[src/include/affine_params.svh]
`ifndef AFFINE_PARAMS_SVH
`define AFFINE_PARAMS_SVH

// Element and coordinate width
`define DATA_LEN 16

// Matrices per batch, 3x4 each
`define MAT_COUNT 32

`define COEF_DEPTH 64

// Request queue depth, also the credits a requester starts with
`define REQ_CREDITS 2

`define RES_CREDITS 4 // Result slots granted at reset

// Full product width plus growth for the four-term row sum
`define RES_LEN (2*`DATA_LEN+2)

`endif

[src/design/affine_pkg.sv]
package affine_pkg;

  `include "affine_params.svh"

  typedef logic signed [`DATA_LEN-1:0] elem_t;

  // Nine elements per memory word, element 0 in the low bits
  typedef elem_t [8:0] coef_word_t;

  typedef struct packed {
    logic       en;
    logic [5:0] addr;
    coef_word_t word;
  } coef_wr_t;

  typedef struct packed {
    logic [4:0] mat;  // Matrix index 0..31
    logic [3:0] tag;
    elem_t      x;
    elem_t      y;
    elem_t      z;
  } point_req_t;

  typedef struct packed {
    logic [3:0]                 tag;
    logic signed [`RES_LEN-1:0] r0;
    logic signed [`RES_LEN-1:0] r1;
    logic signed [`RES_LEN-1:0] r2;
  } point_res_t;

  typedef enum logic [1:0] {
    CS_IDLE,
    CS_LOAD,
    CS_RUN
  } ctrl_state_t;

endpackage

[src/design/affine_ctrl.sv]
`include "affine_params.svh"

module affine_ctrl (
  input  logic                   clk,
  input  logic                   rst_n,
  input  logic                   load,
  input  logic                   load_done,
  input  logic                   req_valid,
  input  affine_pkg::point_req_t req,
  output logic                   req_credit,
  input  logic                   res_credit,
  output logic                   issue,
  output affine_pkg::point_req_t issue_req
);
  import affine_pkg::*;

  localparam int QW = $clog2(`REQ_CREDITS);
  localparam int CW = $clog2(`RES_CREDITS + 1);

  ctrl_state_t   state;
  ctrl_state_t   state_nxt;
  point_req_t    q_mem [`REQ_CREDITS];
  logic [QW-1:0] wr_ptr;
  logic [QW-1:0] rd_ptr;
  logic [QW:0]   q_cnt;
  logic [CW-1:0] res_cnt; // Result slots the consumer still has free

  function automatic logic [QW-1:0] ptr_inc(input logic [QW-1:0] p);
    return (p == QW'(`REQ_CREDITS - 1)) ? '0 : p + 1'b1;
  endfunction

  always_comb begin
    state_nxt = state;
    case (state)
      CS_IDLE: if (load) state_nxt = CS_LOAD;
      CS_LOAD: if (load_done) state_nxt = CS_RUN;
      CS_RUN:  if (load && !load_done) state_nxt = CS_LOAD; // Fresh batch
      default: state_nxt = CS_IDLE;
    endcase
  end

  assign issue     = (state == CS_RUN) && (q_cnt != '0) && (res_cnt != '0);
  assign issue_req = q_mem[rd_ptr];

  always_ff @(posedge clk or negedge rst_n) begin
    if (!rst_n) begin
      state      <= CS_IDLE;
      wr_ptr     <= '0;
      rd_ptr     <= '0;
      q_cnt      <= '0;
      res_cnt    <= CW'(`RES_CREDITS);
      req_credit <= 1'b0;
    end else begin
      state      <= state_nxt;
      req_credit <= issue; // Queue slot freed, hand the credit back
      if (req_valid) wr_ptr <= ptr_inc(wr_ptr);
      if (issue) rd_ptr <= ptr_inc(rd_ptr);
      case ({req_valid, issue})
        2'b10:   q_cnt <= q_cnt + 1'b1;
        2'b01:   q_cnt <= q_cnt - 1'b1;
        default: ;
      endcase
      case ({res_credit, issue})
        2'b10:   res_cnt <= res_cnt + 1'b1;
        2'b01:   res_cnt <= res_cnt - 1'b1;
        default: ;
      endcase
    end
  end

  always_ff @(posedge clk) begin
    if (req_valid) begin
      q_mem[wr_ptr] <= req;
    end
  end

endmodule

[config.mk]
export PLATFORM = sky130hd
export DESIGN_NAME = affine_ctrl
export DESIGN_NICKNAME = d
export VERILOG_FILES = /design/src/design/affine_pkg.sv /design/src/design/affine_ctrl.sv
export VERILOG_INCLUDE_DIRS = /design/src /design/src/include
export SDC_FILE = /design/constraint.sdc
export NUM_CORES = 1
export LEC_CHECK = 0
export BUFFER_PORTS_ARGS = -buffer_cell sky130_fd_sc_hd__buf_2
export CAP_MARGIN = 20
export CORE_MARGIN = 8
export CORE_UTILIZATION = 56
export DETAILED_ROUTE_END_ITERATION = 10
export PLACE_DENSITY = 0.84
export RECOVER_POWER = 25
export REMOVE_ABC_BUFFERS = 1
export SETUP_SLACK_MARGIN = 0.05
export SYNTH_ARGS = -nofsm -noshare
export SYNTH_HDL_FRONTEND = slang
export SYNTH_SLANG_ARGS = --single-unit
[constraint.sdc]
create_clock -name clk -period 5.2 [get_ports clk]
set_clock_uncertainty 0.2 [all_clocks]
set_input_delay 0.26 -clock clk [delete_from_list [all_inputs] [get_ports clk]]
set_output_delay 0.26 -clock clk [all_outputs]
set_load 0.01 [all_outputs]
### Word-level counts from Yosys, hierarchy flattened

Memory sizes are Yosys's and may differ from the RTL's.
Index checks and enable logic that the tools add are counted.

* register bits after elaboration: 10
* memory bits (writable): 114
* output and inout port bits: 59
* memories kept: 1

Memory list
* q_mem: depth 2, width 57, read ports 1, clocked after memory_dff 0, write ports 1, RTL line affine_ctrl.sv:22 `` point_req_t q_mem [`REQ_CREDITS]; ``

* $add $sub $neg: 6
* eq/ne operators: 9
* muxes and demuxes: 10
* reductions and logical operators: 10

Operators by type and width (number)
* $eq 2x1->1 const B: 3
* $eq 2x2->1 const B: 3
* $mux 2: 3
* $ne 2x2->1 const B: 3
* $pmux 2 s3: 1
* $pmux 3 s2: 1
* $reduce_bool 2->1: 3
* $mux 1: 4
* $pmux 2 s2: 1
* $add 3x1->3 const B: 1
* $logic_and 1x1->1: 3
* $reduce_and 3->1: 1
* $reduce_bool 3->1: 1
* $sub 3x1->3 const B: 1
* $add 1x1->1 const B: 2
* $add 2x1->2 const B: 1
* $logic_not 2->1: 1
* $sub 2x1->2 const B: 1
* $logic_not 1->1: 1

### Depth between registers and ports, before layout

Gate-level depths: netlist (run 1).

* depth after elaboration: 5
* gate-level depth with buffers: 8
* gate-level depth less buffers: 8

### Worst setup path before layout (run 1)

No wires, ideal clock.

* kind: register -> register
* start point: reg wr_ptr
* end point: mem q_mem[0][0] (netlist name) (enable)
* data arrival time: 2776 ps
* path slack: 1752 ps
* cell stages (with the launch flop): 2
* buffers on the path: 0
* period minus slack after synthesis: 3448 ps
* cells stage by stage: dfrtp_1 nor2_1

RTL lines
* start: declaration: RTL line affine_ctrl.sv:23 `logic [QW-1:0] wr_ptr;`
* start signal: assignment: RTL line affine_ctrl.sv:56 `if (req_valid) wr_ptr <= ptr_inc(wr_ptr);`
* end: declaration: RTL line affine_ctrl.sv:22

Straight into the memory's write port.

==> run summary, run 1 <==
status - complete, no violations
final setup vio count - 0
Compound-Gate Fraction of Synth Area - 0.00428
Antenna Nets Post-Route - 0
GRT overflow - 0
FP Rows - 33
gp weighted congestion - 0.696
Flop pwr share - 0.417
Cell Area, Placed - 5400 µm²
post-synth cell types - 23
Synth Instances - 219
Syn Area/Cell - 21.3 µm²
worst hold slack - 0.0603 ns
slowest CP cell - dfrtp_2
Reg-to-Reg End - res_cnt[2]$_DFFE_PN1P_
Final Hold Viols - 0
Yosys reg bits - 124
pwr/cell area - 536 nW/µm²
FMAX - 345 MHz
Die ar. - 11,500 µm²
reg2reg start - state[0]$_DFFE_PN0P_
Synth Area in Simple Gates - 0.0142
Vias/cell - 5.03
sequential-to-total area share from yosys stat - 0.786
Clock Latency Late Sink - 0.50 ns
Total GRT Usage - 0.186
hold path endpoint - res_cnt[0]$_DFFE_PN0P_
Tot Pwr - 3.51 mW
CTS tree - yes
share of cells above drive strength 1 - 0.440
switching share of power - 0.283
nets - 485
CP endpoint kind - primary output
fillers - 445
Pleak - 2.57 nW
clk slew on worst S/H paths - 0.06 ns
largest net degree at the start of global routing - 40
Layout area overhead - 40.2%
post-CTS setup buffer count - 0
DRC viols - 0
Comb power frac - 0.271
CP Data Required Time - 4.74 ns
vias in the first global route - 3,107
Synth warnings - 0
top cell type's share of synthesized area - 0.732
I/O Buffers - 121
clock sink count - 124
Die Height - 107 µm
type of origin of the critical path - register
hpwl dp - 6050 µm
Synth area leader - edfxtp_1
cell depth of the worst min-delay path - 4
total detailed-routing wirelength - 10,200 µm
Peak VDD IR - 0.309 mV
fin crit share - 0.558
Vias - 2,701
IO Pins - 122
CP max FO - 32
Worst Reg-to-Reg Cells - 8
Int Pwr - 2.52 mW
H-tree depth - 4
worst path arrival time - 2.44 ns
worst hold path class - input port to register
count of pins over their slew limit - 0
Core Box Area - 8180 µm²
Area contributors post-synth - edfxtp_1 73%, mux2_2 8.9%, mux2_4 6.4%
CP cell instances - buf_4, mux2_2, buf_2
clk buf depth - 2
DR pass1 iterations - 4
first-pass GRT wire length - 16,100 µm
Sw Pwr - 0.996 mW
RSZ-0062 raised after global routing - false
Least-Margin Pin Slew - 0.773 ns
fin crit period - 2.90 ns
ANT cells - 0
root buf cell - clkbuf_8
Max Cap Viol - 0
initial antenna violation count - 0
Design Area, Final - 6550 µm²
Post-Synth Adder-Cell Area - 0.00964
hold path startpoint - res_credit
CTS buffer count - 17
Initial Utilization - 0.572
slowest stage delay, CP - 0.86 ns
TNS Setup - 0 ns
largest family of logic cells by synthesized area - multiplexers
crit path kind - register to primary output
Synth Cell Area - 4670 µm²
max_slew headroom - 0.485
Die Span X - 107 µm
r2r setup slk - 2.82 ns
WL/cell - 19.0 µm
DR iter-0 viols - 93
Clock Power Share - 0.312
post-CTS resize count - 0
post-synthesis xor/xnor area fraction - 0.0150
post-synthesis mux area share - 0.156
[cells in the final DEF (no fill, tap or decap)]
cell type      netlist  layout
fa_1                 1       1
o2bb2ai_1            1       1
ha_1                 2       2
edfxtp_1           114     114
clkbuf_2             0       1
clkinvlp_4           0       3
bufinv_16            0       2
clkinv_4             0       1
dfstp_2              1       1
buf_4                0       3
clkinv_2             0       4
nand2b_4             1       1
mux2_4              20      20
nor2_4               0       1
nor3_2               1       1
and2_2               0       1
o22ai_1              1       1
inv_1                6       6
inv_6                0       1
dfrtp_1              9       8
dfrtp_2              0       1
clkbuf_16            0      16
dlygate4sd3_1        0      63
nor3_1               1       1
mux2i_1              1       1
buf_2                3      94
mux2_2              37      37
xnor2_1              3       3
clkbuf_8             0       2
nor2_1               4       3
nand2_1              1       1
xor2_1               5       5
a21oi_1              1       1
clkbuf_1             0      29
nor2b_1              2       2
[how the worst max path moves through the flow]
stage / startpoint / to / slack (ns) / cells after the start
2_1_floorplan: wr_ptr$_DFFE_PN0P_ / q_mem[0][0]$_DFFE_PP_ / 1.75 / 1
3_5_place_dp: state[0]$_DFFE_PN0P_ / res_cnt[2]$_DFFE_PN1P_ / 2.75 / 8
4_1_cts: rd_ptr$_DFFE_PN0P_ / issue_req[3] / 2.25 / 3
3_3_place_gp: rd_ptr$_DFFE_PN0P_ / issue_req[3] / 2.81 / 3
6_report: rd_ptr$_DFFE_PN0P_ / issue_req[40] / 2.30 / 3
5_1_grt: rd_ptr$_DFFE_PN0P_ / issue_req[3] / 2.16 / 3
[per-stage QoR]
step	setup WS [ns]	std cells	util
4_1_cts	2.25	537	0.805
5_1_grt	2.16	537	0.802
2_1_floorplan	1.75	213	-
6_report	2.30	537	0.802
3_3_place_gp	2.81	442	0.660
3_5_place_dp	2.75	442	0.660
[power groups by stage]
| stage | sequential (mW) | clock (mW) | combinational (mW) |
|---|---|---|---|
| finish | 1.46 | 1.10 | 0.953 |
| global route | 1.49 | 1.15 | 1.03 |
| CTS | 1.46 | 1.11 | 0.968 |
| detailed placement | 1.48 | 0 | 0.915 |
| global placement | 1.47 | 0 | 0.889 |
| floorplan | 1.49 | 0 | 0.577 |
[what timing repair did]
action                     4_1_cts  5_1_grt
setup endpoints to repair        0        0
hold buffers                    63        0
hold endpoints to repair       127        0
[cells by family (layout without fill, tap and decap cells)]
group,count (synthesis),count (layout)
compound gates,3,3
mux,58,58
buf+inv,12,225
fa+ha+maj,3,3
xor+xnor,8,8
simple gates,11,11
flops,124,124
[registers in the layout, summed over array words and instances (netlist names)]
signal / flops
q_cnt: 2
rd_ptr: 1
q_mem: 114
req_credit: 1
state: 2
res_cnt: 3
wr_ptr: 1
[synth_stat cells, drive strengths merged]
| cell type | instances |
|---|---|
| a21oi | 1 |
| mux2i | 1 |
| nor2 | 4 |
| fa | 1 |
| and2 | 1 |
| inv | 6 |
| dfrtp | 9 |
| o22ai | 1 |
| xnor2 | 3 |
| nand2b | 1 |
| buf | 6 |
| mux2 | 57 |
| o2bb2ai | 1 |
| dfstp | 1 |
| nor3 | 2 |
| edfxtp | 114 |
| xor2 | 5 |
| ha | 2 |
| nor2b | 2 |
| nand2 | 1 |
[layout make-up]
cell class | count | area [µm²] | share of cell area
sequential | 124 | 3680 | 0.561
inverter | 6 | 22.5 | 0.00344
clock inverter | 11 | 120 | 0.0183
timing repair buffer | 187 | 1230 | 0.187
clock buffer | 21 | 439 | 0.0670
tap | 105 | 131 | 0.0200
multi-input combinational | 83 | 937 | 0.143
[worst max-delay path: cells and delay by family, from the launching register on]
kind / cells / cell delay (ns)
buf+inv: 2 / 0.66
mux: 1 / 0.40
flops: 1 / 0.86
[layer usage]
metal / GRT usage / vias to the layer above / routed length, µm
li1: - / 1251 / -
met1: 0.191 / 1327 / 3770
met2: 0.335 / 111 / 5640
met3: 0.0713 / 12 / 670
met4: 0.0723 / 0 / 122
met5: 0 / - / 0
Power figures use the tool's default switching activity.
==> run 2: changes to the inputs <==
Settings changed: CORE_UTILIZATION 56 to 52, PLACE_DENSITY 0.84 to 0.79.
Clock period 5.2 ns to 3.05 ns, I/O delays scaled along.
==> run 2 against run 1 <==
Cell area is 1.1% higher; register-to-register slack worse by 2.0 ns; power is 72% higher; utilization is 4.2 points lower; setup slack worse by 1.5 ns; sequential power is 64% higher; critical path type is now register to register; largest power group unchanged; highest routed layer unchanged.
==> run summary, run 2 (synthesis gave the netlist of run 1 again) <==
H-tree depth - 4 (unchanged)
Final Hold Viols - 0 (unchanged)
CTS tree - yes
ANT cells - 0 (unchanged)
r2r setup slk - 0.79 ns (-2.03 ns)
Max Cap Viol - 0 (unchanged)
worst hold path class - input port to register
hold path startpoint - req[4]
CTS buffer count - 17 (unchanged)
fin crit period - 2.26 ns
Peak VDD IR - 0.556 mV (+80%)
Pleak - 2.61 nW (+1.5%)
status - complete, no violations
RSZ-0062 raised after global routing - false
CP max FO - 5 (-84%)
Antenna Nets Post-Route - 0 (unchanged)
max_slew headroom - 0.550 (+0.0650)
hold path endpoint - q_mem[0][4]$_DFFE_PP_
Die ar. - 12,300 µm² (+6.5%)
Total GRT Usage - 0.161 (-0.0253)
type of origin of the critical path - register
clk slew on worst S/H paths - 0.05 ns (about the same)
final setup vio count - 0 (unchanged)
count of pins over their slew limit - 0 (unchanged)
Die Height - 111 µm (+3.2%)
DR pass1 iterations - 4 (unchanged)
fillers - 510 (+15%)
CP endpoint kind - register
Tot Pwr - 6.04 mW (+72%)
Least-Margin Pin Slew - 0.675 ns (-0.0975 ns)
Core Box Area - 8720 µm² (+6.7%)
DP Worst Slack - 0.785 ns (-1.96 ns)
Clock Latency Late Sink - 0.49 ns (about the same)
Layout area overhead - 41.8%
CP Data Required Time - 3.26 ns (-1.48 ns)
largest net degree at the start of global routing - 43 (+7.5%)
clk buf depth - 2 (unchanged)
Reg-to-Reg End - res_cnt[2]$_DFFE_PN1P_
hpwl dp - 5880 µm (-2.8%)
reg2reg start - state[0]$_DFFE_PN0P_
initial antenna violation count - 0 (unchanged)
Setup WS post-layout - 0.795 ns (-1.51 ns)
FMAX - 443 MHz
Finished Layout Cells - 542 (+0.93%)
gp weighted congestion - 0.746 (+7.2%)
I/O Buffers - 121 (unchanged)
Worst Reg-to-Reg Cells - 8 (unchanged)
share of cells above drive strength 1 - 0.449 (+0.00949)
DP Cell Count - 446 (+0.90%)
worst path arrival time - 2.47 ns (+0.03 ns)
register cell area after layout - 3680 µm² (unchanged)
FP Rows - 34 (+3.0%)
most frequent cells in the layout - 114 x edfxtp_1, 100 x buf_2, 65 x dlygate4sd3_1, 37 x mux2_2
Initial Utilization - 0.536 (-0.0358)
total detailed-routing wirelength - 9950 µm (-2.5%)
Die Span X - 111 µm (+3.2%)
nets - 488 (+0.62%)
vias in the first global route - 3,038 (-2.2%)
max reg flops - 114 (unchanged)
Vias - 2,689 (-0.44%)
commonest non-fill, non-tap cell in the layout - edfxtp_1
post-CTS resize count - 0 (unchanged)
Most flops, register - q_mem
crit path kind - register to register
Vias/cell - 4.96 (-1.4%)
DR iter-0 viols - 91 (-2.2%)
root buf cell - clkbuf_8
IO Pins - 122 (unchanged)
fin crit share - 0.739
DRC viols - 0 (unchanged)
clock sink count - 124 (unchanged)
first-pass GRT wire length - 15,500 µm (-3.7%)
GRT overflow - 0 (unchanged)
WL/cell - 18.4 µm (-3.4%)
pwr/cell area - 911 nW/µm² (+70%)
cell depth of the worst min-delay path - 2 (-2)
Multi-input gate area - 937 µm² (unchanged)
largest registers - q_mem (114), res_cnt (3)
[run 2: cell types whose count changed in the layout (fill, tap and decap cells not counted), sizes merged]
cell	change
clkbuf	-10
buf	+8
bufinv	+1
inv	-1
dlygate4sd3	+2
clkinv	+2
[run 2: layout make-up]
cell class              count  share of cell area
flip-flops and latches    124               0.555
repair buffers            190               0.194
multi-input cells          83               0.141
clock buffers              18              0.0631
clock inverters            13              0.0228
well taps                 108              0.0204
inverters                   6             0.00340
[run 2: worst max path at each step]
stage | cells past startpoint | start | slack, ns | to
global route | 8 | state[0]$_DFFE_PN0P_ | 0.67 | res_cnt[2]$_DFFE_PN1P_
floorplan | 1 | wr_ptr$_DFFE_PN0P_ | -0.40 | q_mem[0][0]$_DFFE_PP_
detailed placement | 8 | state[0]$_DFFE_PN0P_ | 0.79 | res_cnt[2]$_DFFE_PN1P_
global placement | 8 | state[0]$_DFFE_PN0P_ | 0.88 | res_cnt[2]$_DFFE_PN1P_
CTS | 8 | state[0]$_DFFE_PN0P_ | 0.79 | res_cnt[2]$_DFFE_PN1P_
finish | 8 | state[0]$_DFFE_PN0P_ | 0.79 | res_cnt[2]$_DFFE_PN1P_
[run 2: worst max-delay path: stages, from the launching register on]
cell      delay (ns)
dfrtp_1         0.41
nand2b_4        0.16
nor3_2          0.33
ha_1            0.25
inv_1           0.06
fa_1            0.37
xor2_1          0.15
nor2_1          0.12
xor2_1          0.16
[run 2: repair_timing]
action,in CTS,in global routing
hold endpoints to repair,129,0
hold buffers,65,0
setup buffers,0,0
[run 2: through the flow]
step	util	area [µm²]	hold slack [ns]	setup TNS (ns)
6_report	0.760	6630	0.188	0
5_1_grt	0.760	6630	0.173	0
4_1_cts	0.763	6650	0.163	0
3_5_place_dp	0.623	5430	-0.178	0
3_3_place_gp	0.623	5430	-0.178	0
2_1_floorplan	-	4630	-0.343	-22.69
[run 2: routing by layer]
metal	routed length, µm	share of wire	track usage	vias up
met1	3830	0.38	0.170	1325
met5	0	0	0	-
met3	681	0.068	0.0639	10
li1	-	-	-	1255
met2	5320	0.53	0.284	99
met4	121	0.012	0.0532	0
[run 2: power by group]
group,switching [mW],internal (mW)
Combinational,0.877,0.857
Sequential,0.121,2.28
Clock,0.670,1.23
Total,1.67,4.37
==> run 3: changes to the inputs <==
Clock period 3.05 ns to 2.34 ns, I/O delays scaled along.
==> run 3 against run 2 <==
Final cell count increased by 0.74%; die area is the same; combinational power up 30%; register-to-register slack lost 0.61 ns; cell area increased by 1.5%; power up 36%; utilization up 1.1 points; hold slack got worse by 0.060 ns.
==> run summary, run 3 (synthesis gave the netlist of run 1 again) <==
status - complete, no violations
first-pass GRT wire length - 15,700 µm (+0.98%)
pwr/cell area - 1220 nW/µm² (+34%)
clk slew on worst S/H paths - 0.06 ns (about the same)
WL/cell - 18.0 µm (-1.8%)
Peak VDD IR - 0.914 mV (+64%)
Flop pwr share - 0.389 (-0.009)
fin crit share - 0.943
Int Pwr - 5.97 mW (+37%)
gp weighted congestion - 0.741 (-0.78%)
Clock Latency Late Sink - 0.51 ns (+0.02 ns)
Layout area overhead - 43.8%
most frequent cells in the layout - 114 x edfxtp_1, 96 x buf_2, 65 x dlygate4sd3_1, 37 x mux2_2, 25 x clkbuf_1
largest net degree at the start of global routing - 41 (-4.7%)
Multi-input gate area - 937 µm² (unchanged)
IO Pins - 122 (unchanged)
FP Rows - 34 (unchanged)
DR pass1 iterations - 4 (unchanged)
count of pins over their slew limit - 0 (unchanged)
commonest non-fill, non-tap cell in the layout - edfxtp_1
DRC viols - 0 (unchanged)
crit path kind - register to primary output
fillers - 516 (+1.2%)
Core Box Area - 8720 µm² (unchanged)
initial antenna violation count - 0 (unchanged)
I/O Buffers - 121 (unchanged)
Worst Reg-to-Reg Cells - 8 (unchanged)
CTS tree - yes
Initial Utilization - 0.536 (unchanged)
root buf cell - clkbuf_8
Die Height - 111 µm (unchanged)
Final Hold Viols - 0 (unchanged)
Least-Margin Pin Slew - 0.463 ns (-0.212 ns)
CP Data Required Time - 2.02 ns (-1.24 ns)
Most flops, register - q_mem
DR iter-0 viols - 109 (+20%)
clk buf depth - 2 (unchanged)
DP Cell Count - 449 (+0.67%)
Reg-to-Reg End - res_cnt[2]$_DFFE_PN1P_
total detailed-routing wirelength - 9840 µm (-1.1%)
CP endpoint kind - primary output
Vias/cell - 4.95 (-0.14%)
Die ar. - 12,300 µm² (unchanged)
GRT overflow - 0 (unchanged)
DP Worst Slack - 0.199 ns (-0.587 ns)
worst path arrival time - 1.89 ns (-0.58 ns)
hold path startpoint - req[3]
reg2reg start - state[0]$_DFFE_PN0P_
Finished Layout Cells - 546 (+0.74%)
RSZ-0062 raised after global routing - false
Final Util - 0.771 (+0.0110)
Comb power frac - 0.274 (-0.013)
switching share of power - 0.274 (-0.00249)
Die Span X - 111 µm (unchanged)
Antenna Nets Post-Route - 0 (unchanged)
Setup WS post-layout - 0.134 ns (-0.661 ns)
nets - 491 (+0.61%)
max_slew headroom - 0.690 (+0.140)
Vias - 2,705 (+0.60%)
Total GRT Usage - 0.163 (+0.00261)
Max Cap Viol - 0 (unchanged)
CP max FO - 32 (+27)
max reg flops - 114 (unchanged)
vias in the first global route - 3,061 (+0.76%)
cell depth of the worst min-delay path - 2 (unchanged)
type of origin of the critical path - register
hpwl dp - 5940 µm (+1.0%)
ANT cells - 0 (unchanged)
fin crit period - 2.21 ns
Sw Pwr - 2.25 mW (+35%)
hold path endpoint - q_mem[1][3]$_DFFE_PP_
worst hold path class - input port to register
clock sink count - 124 (unchanged)
H-tree depth - 4 (unchanged)
Pleak - 2.64 nW (+1.4%)
register cell area after layout - 3680 µm² (about the same)
share of cells above drive strength 1 - 0.447 (-0.00182)
CTS buffer count - 17 (unchanged)
FMAX - 453 MHz
largest registers - q_mem (114), res_cnt (3)
final setup vio count - 0 (unchanged)
r2r setup slk - 0.18 ns (-0.61 ns)
Clock Power Share - 0.337 (+0.022)
[run 3: changes by cell type in the layout (fill, tap and decap cells not counted), moves of 2 or more]
cell       previous run  this run
clkbuf_1             20        25
buf_4                 2         4
buf_2               100        96
bufinv_16             3         5
[run 3: how the worst max path moves through the flow]
stage,startpoint,cells past startpoint,to
2_1_floorplan,wr_ptr$_DFFE_PN0P_,1,q_mem[0][0]$_DFFE_PP_
3_3_place_gp,state[0]$_DFFE_PN0P_,8,res_cnt[2]$_DFFE_PN1P_
3_5_place_dp,state[0]$_DFFE_PN0P_,8,res_cnt[2]$_DFFE_PN1P_
4_1_cts,rd_ptr$_DFFE_PN0P_,3,issue_req[0]
5_1_grt,rd_ptr$_DFFE_PN0P_,3,issue_req[36]
6_report,rd_ptr$_DFFE_PN0P_,3,issue_req[0]
[run 3: critical path, stage by stage (launching register included)]
cell	delay (ns)
dfrtp_4	0.58
buf_12	0.27
mux2_2	0.37
buf_2	0.15
[run 3: power groups by stage]
stage	logic, mW	clock network [mW]	registers [mW]
global placement	2.15	0	3.19
finish	2.25	2.77	3.20
floorplan	1.28	0	3.31
CTS	2.29	2.81	3.19
detailed placement	2.18	0	3.23
global route	2.43	2.89	3.24
[run 3: repair_timing]
action	CTS	global route
resized for setup	0	1
endpoints found under the hold margin	142	0
hold buffers	65	0
endpoints found under the setup margin	0	25
setup buffers	0	0
[run 3: area by class of cell]
| cell class | count | area share |
|---|---|---|
| inverter | 6 | 0.00335 |
| multi-input combinational | 83 | 0.139 |
| clock buffer | 17 | 0.0616 |
| clock inverter | 15 | 0.0328 |
| tap | 108 | 0.0201 |
| sequential | 124 | 0.547 |
| timing repair buffer | 193 | 0.196 |
[run 3: routing by layer]
metal | GRT usage | share of wire | up-vias
met3 | 0.0671 | 0.068 | 13
met5 | 0 | 0 | -
met4 | 0.0658 | 0.016 | 0
met2 | 0.280 | 0.53 | 107
li1 | - | - | 1255
met1 | 0.175 | 0.39 | 1330
[run 3: stage by stage]
step	total power, mW	TNS (ns)	hold WS [ns]	cell area, µm²
detailed placement	5.41	0	-0.203	5470
global placement	5.34	0	-0.213	5470
global route	8.56	0	0.109	6720
floorplan	4.59	-70.41	-0.379	4630
CTS	8.29	0	0.107	6750
finish	8.22	0	0.128	6720
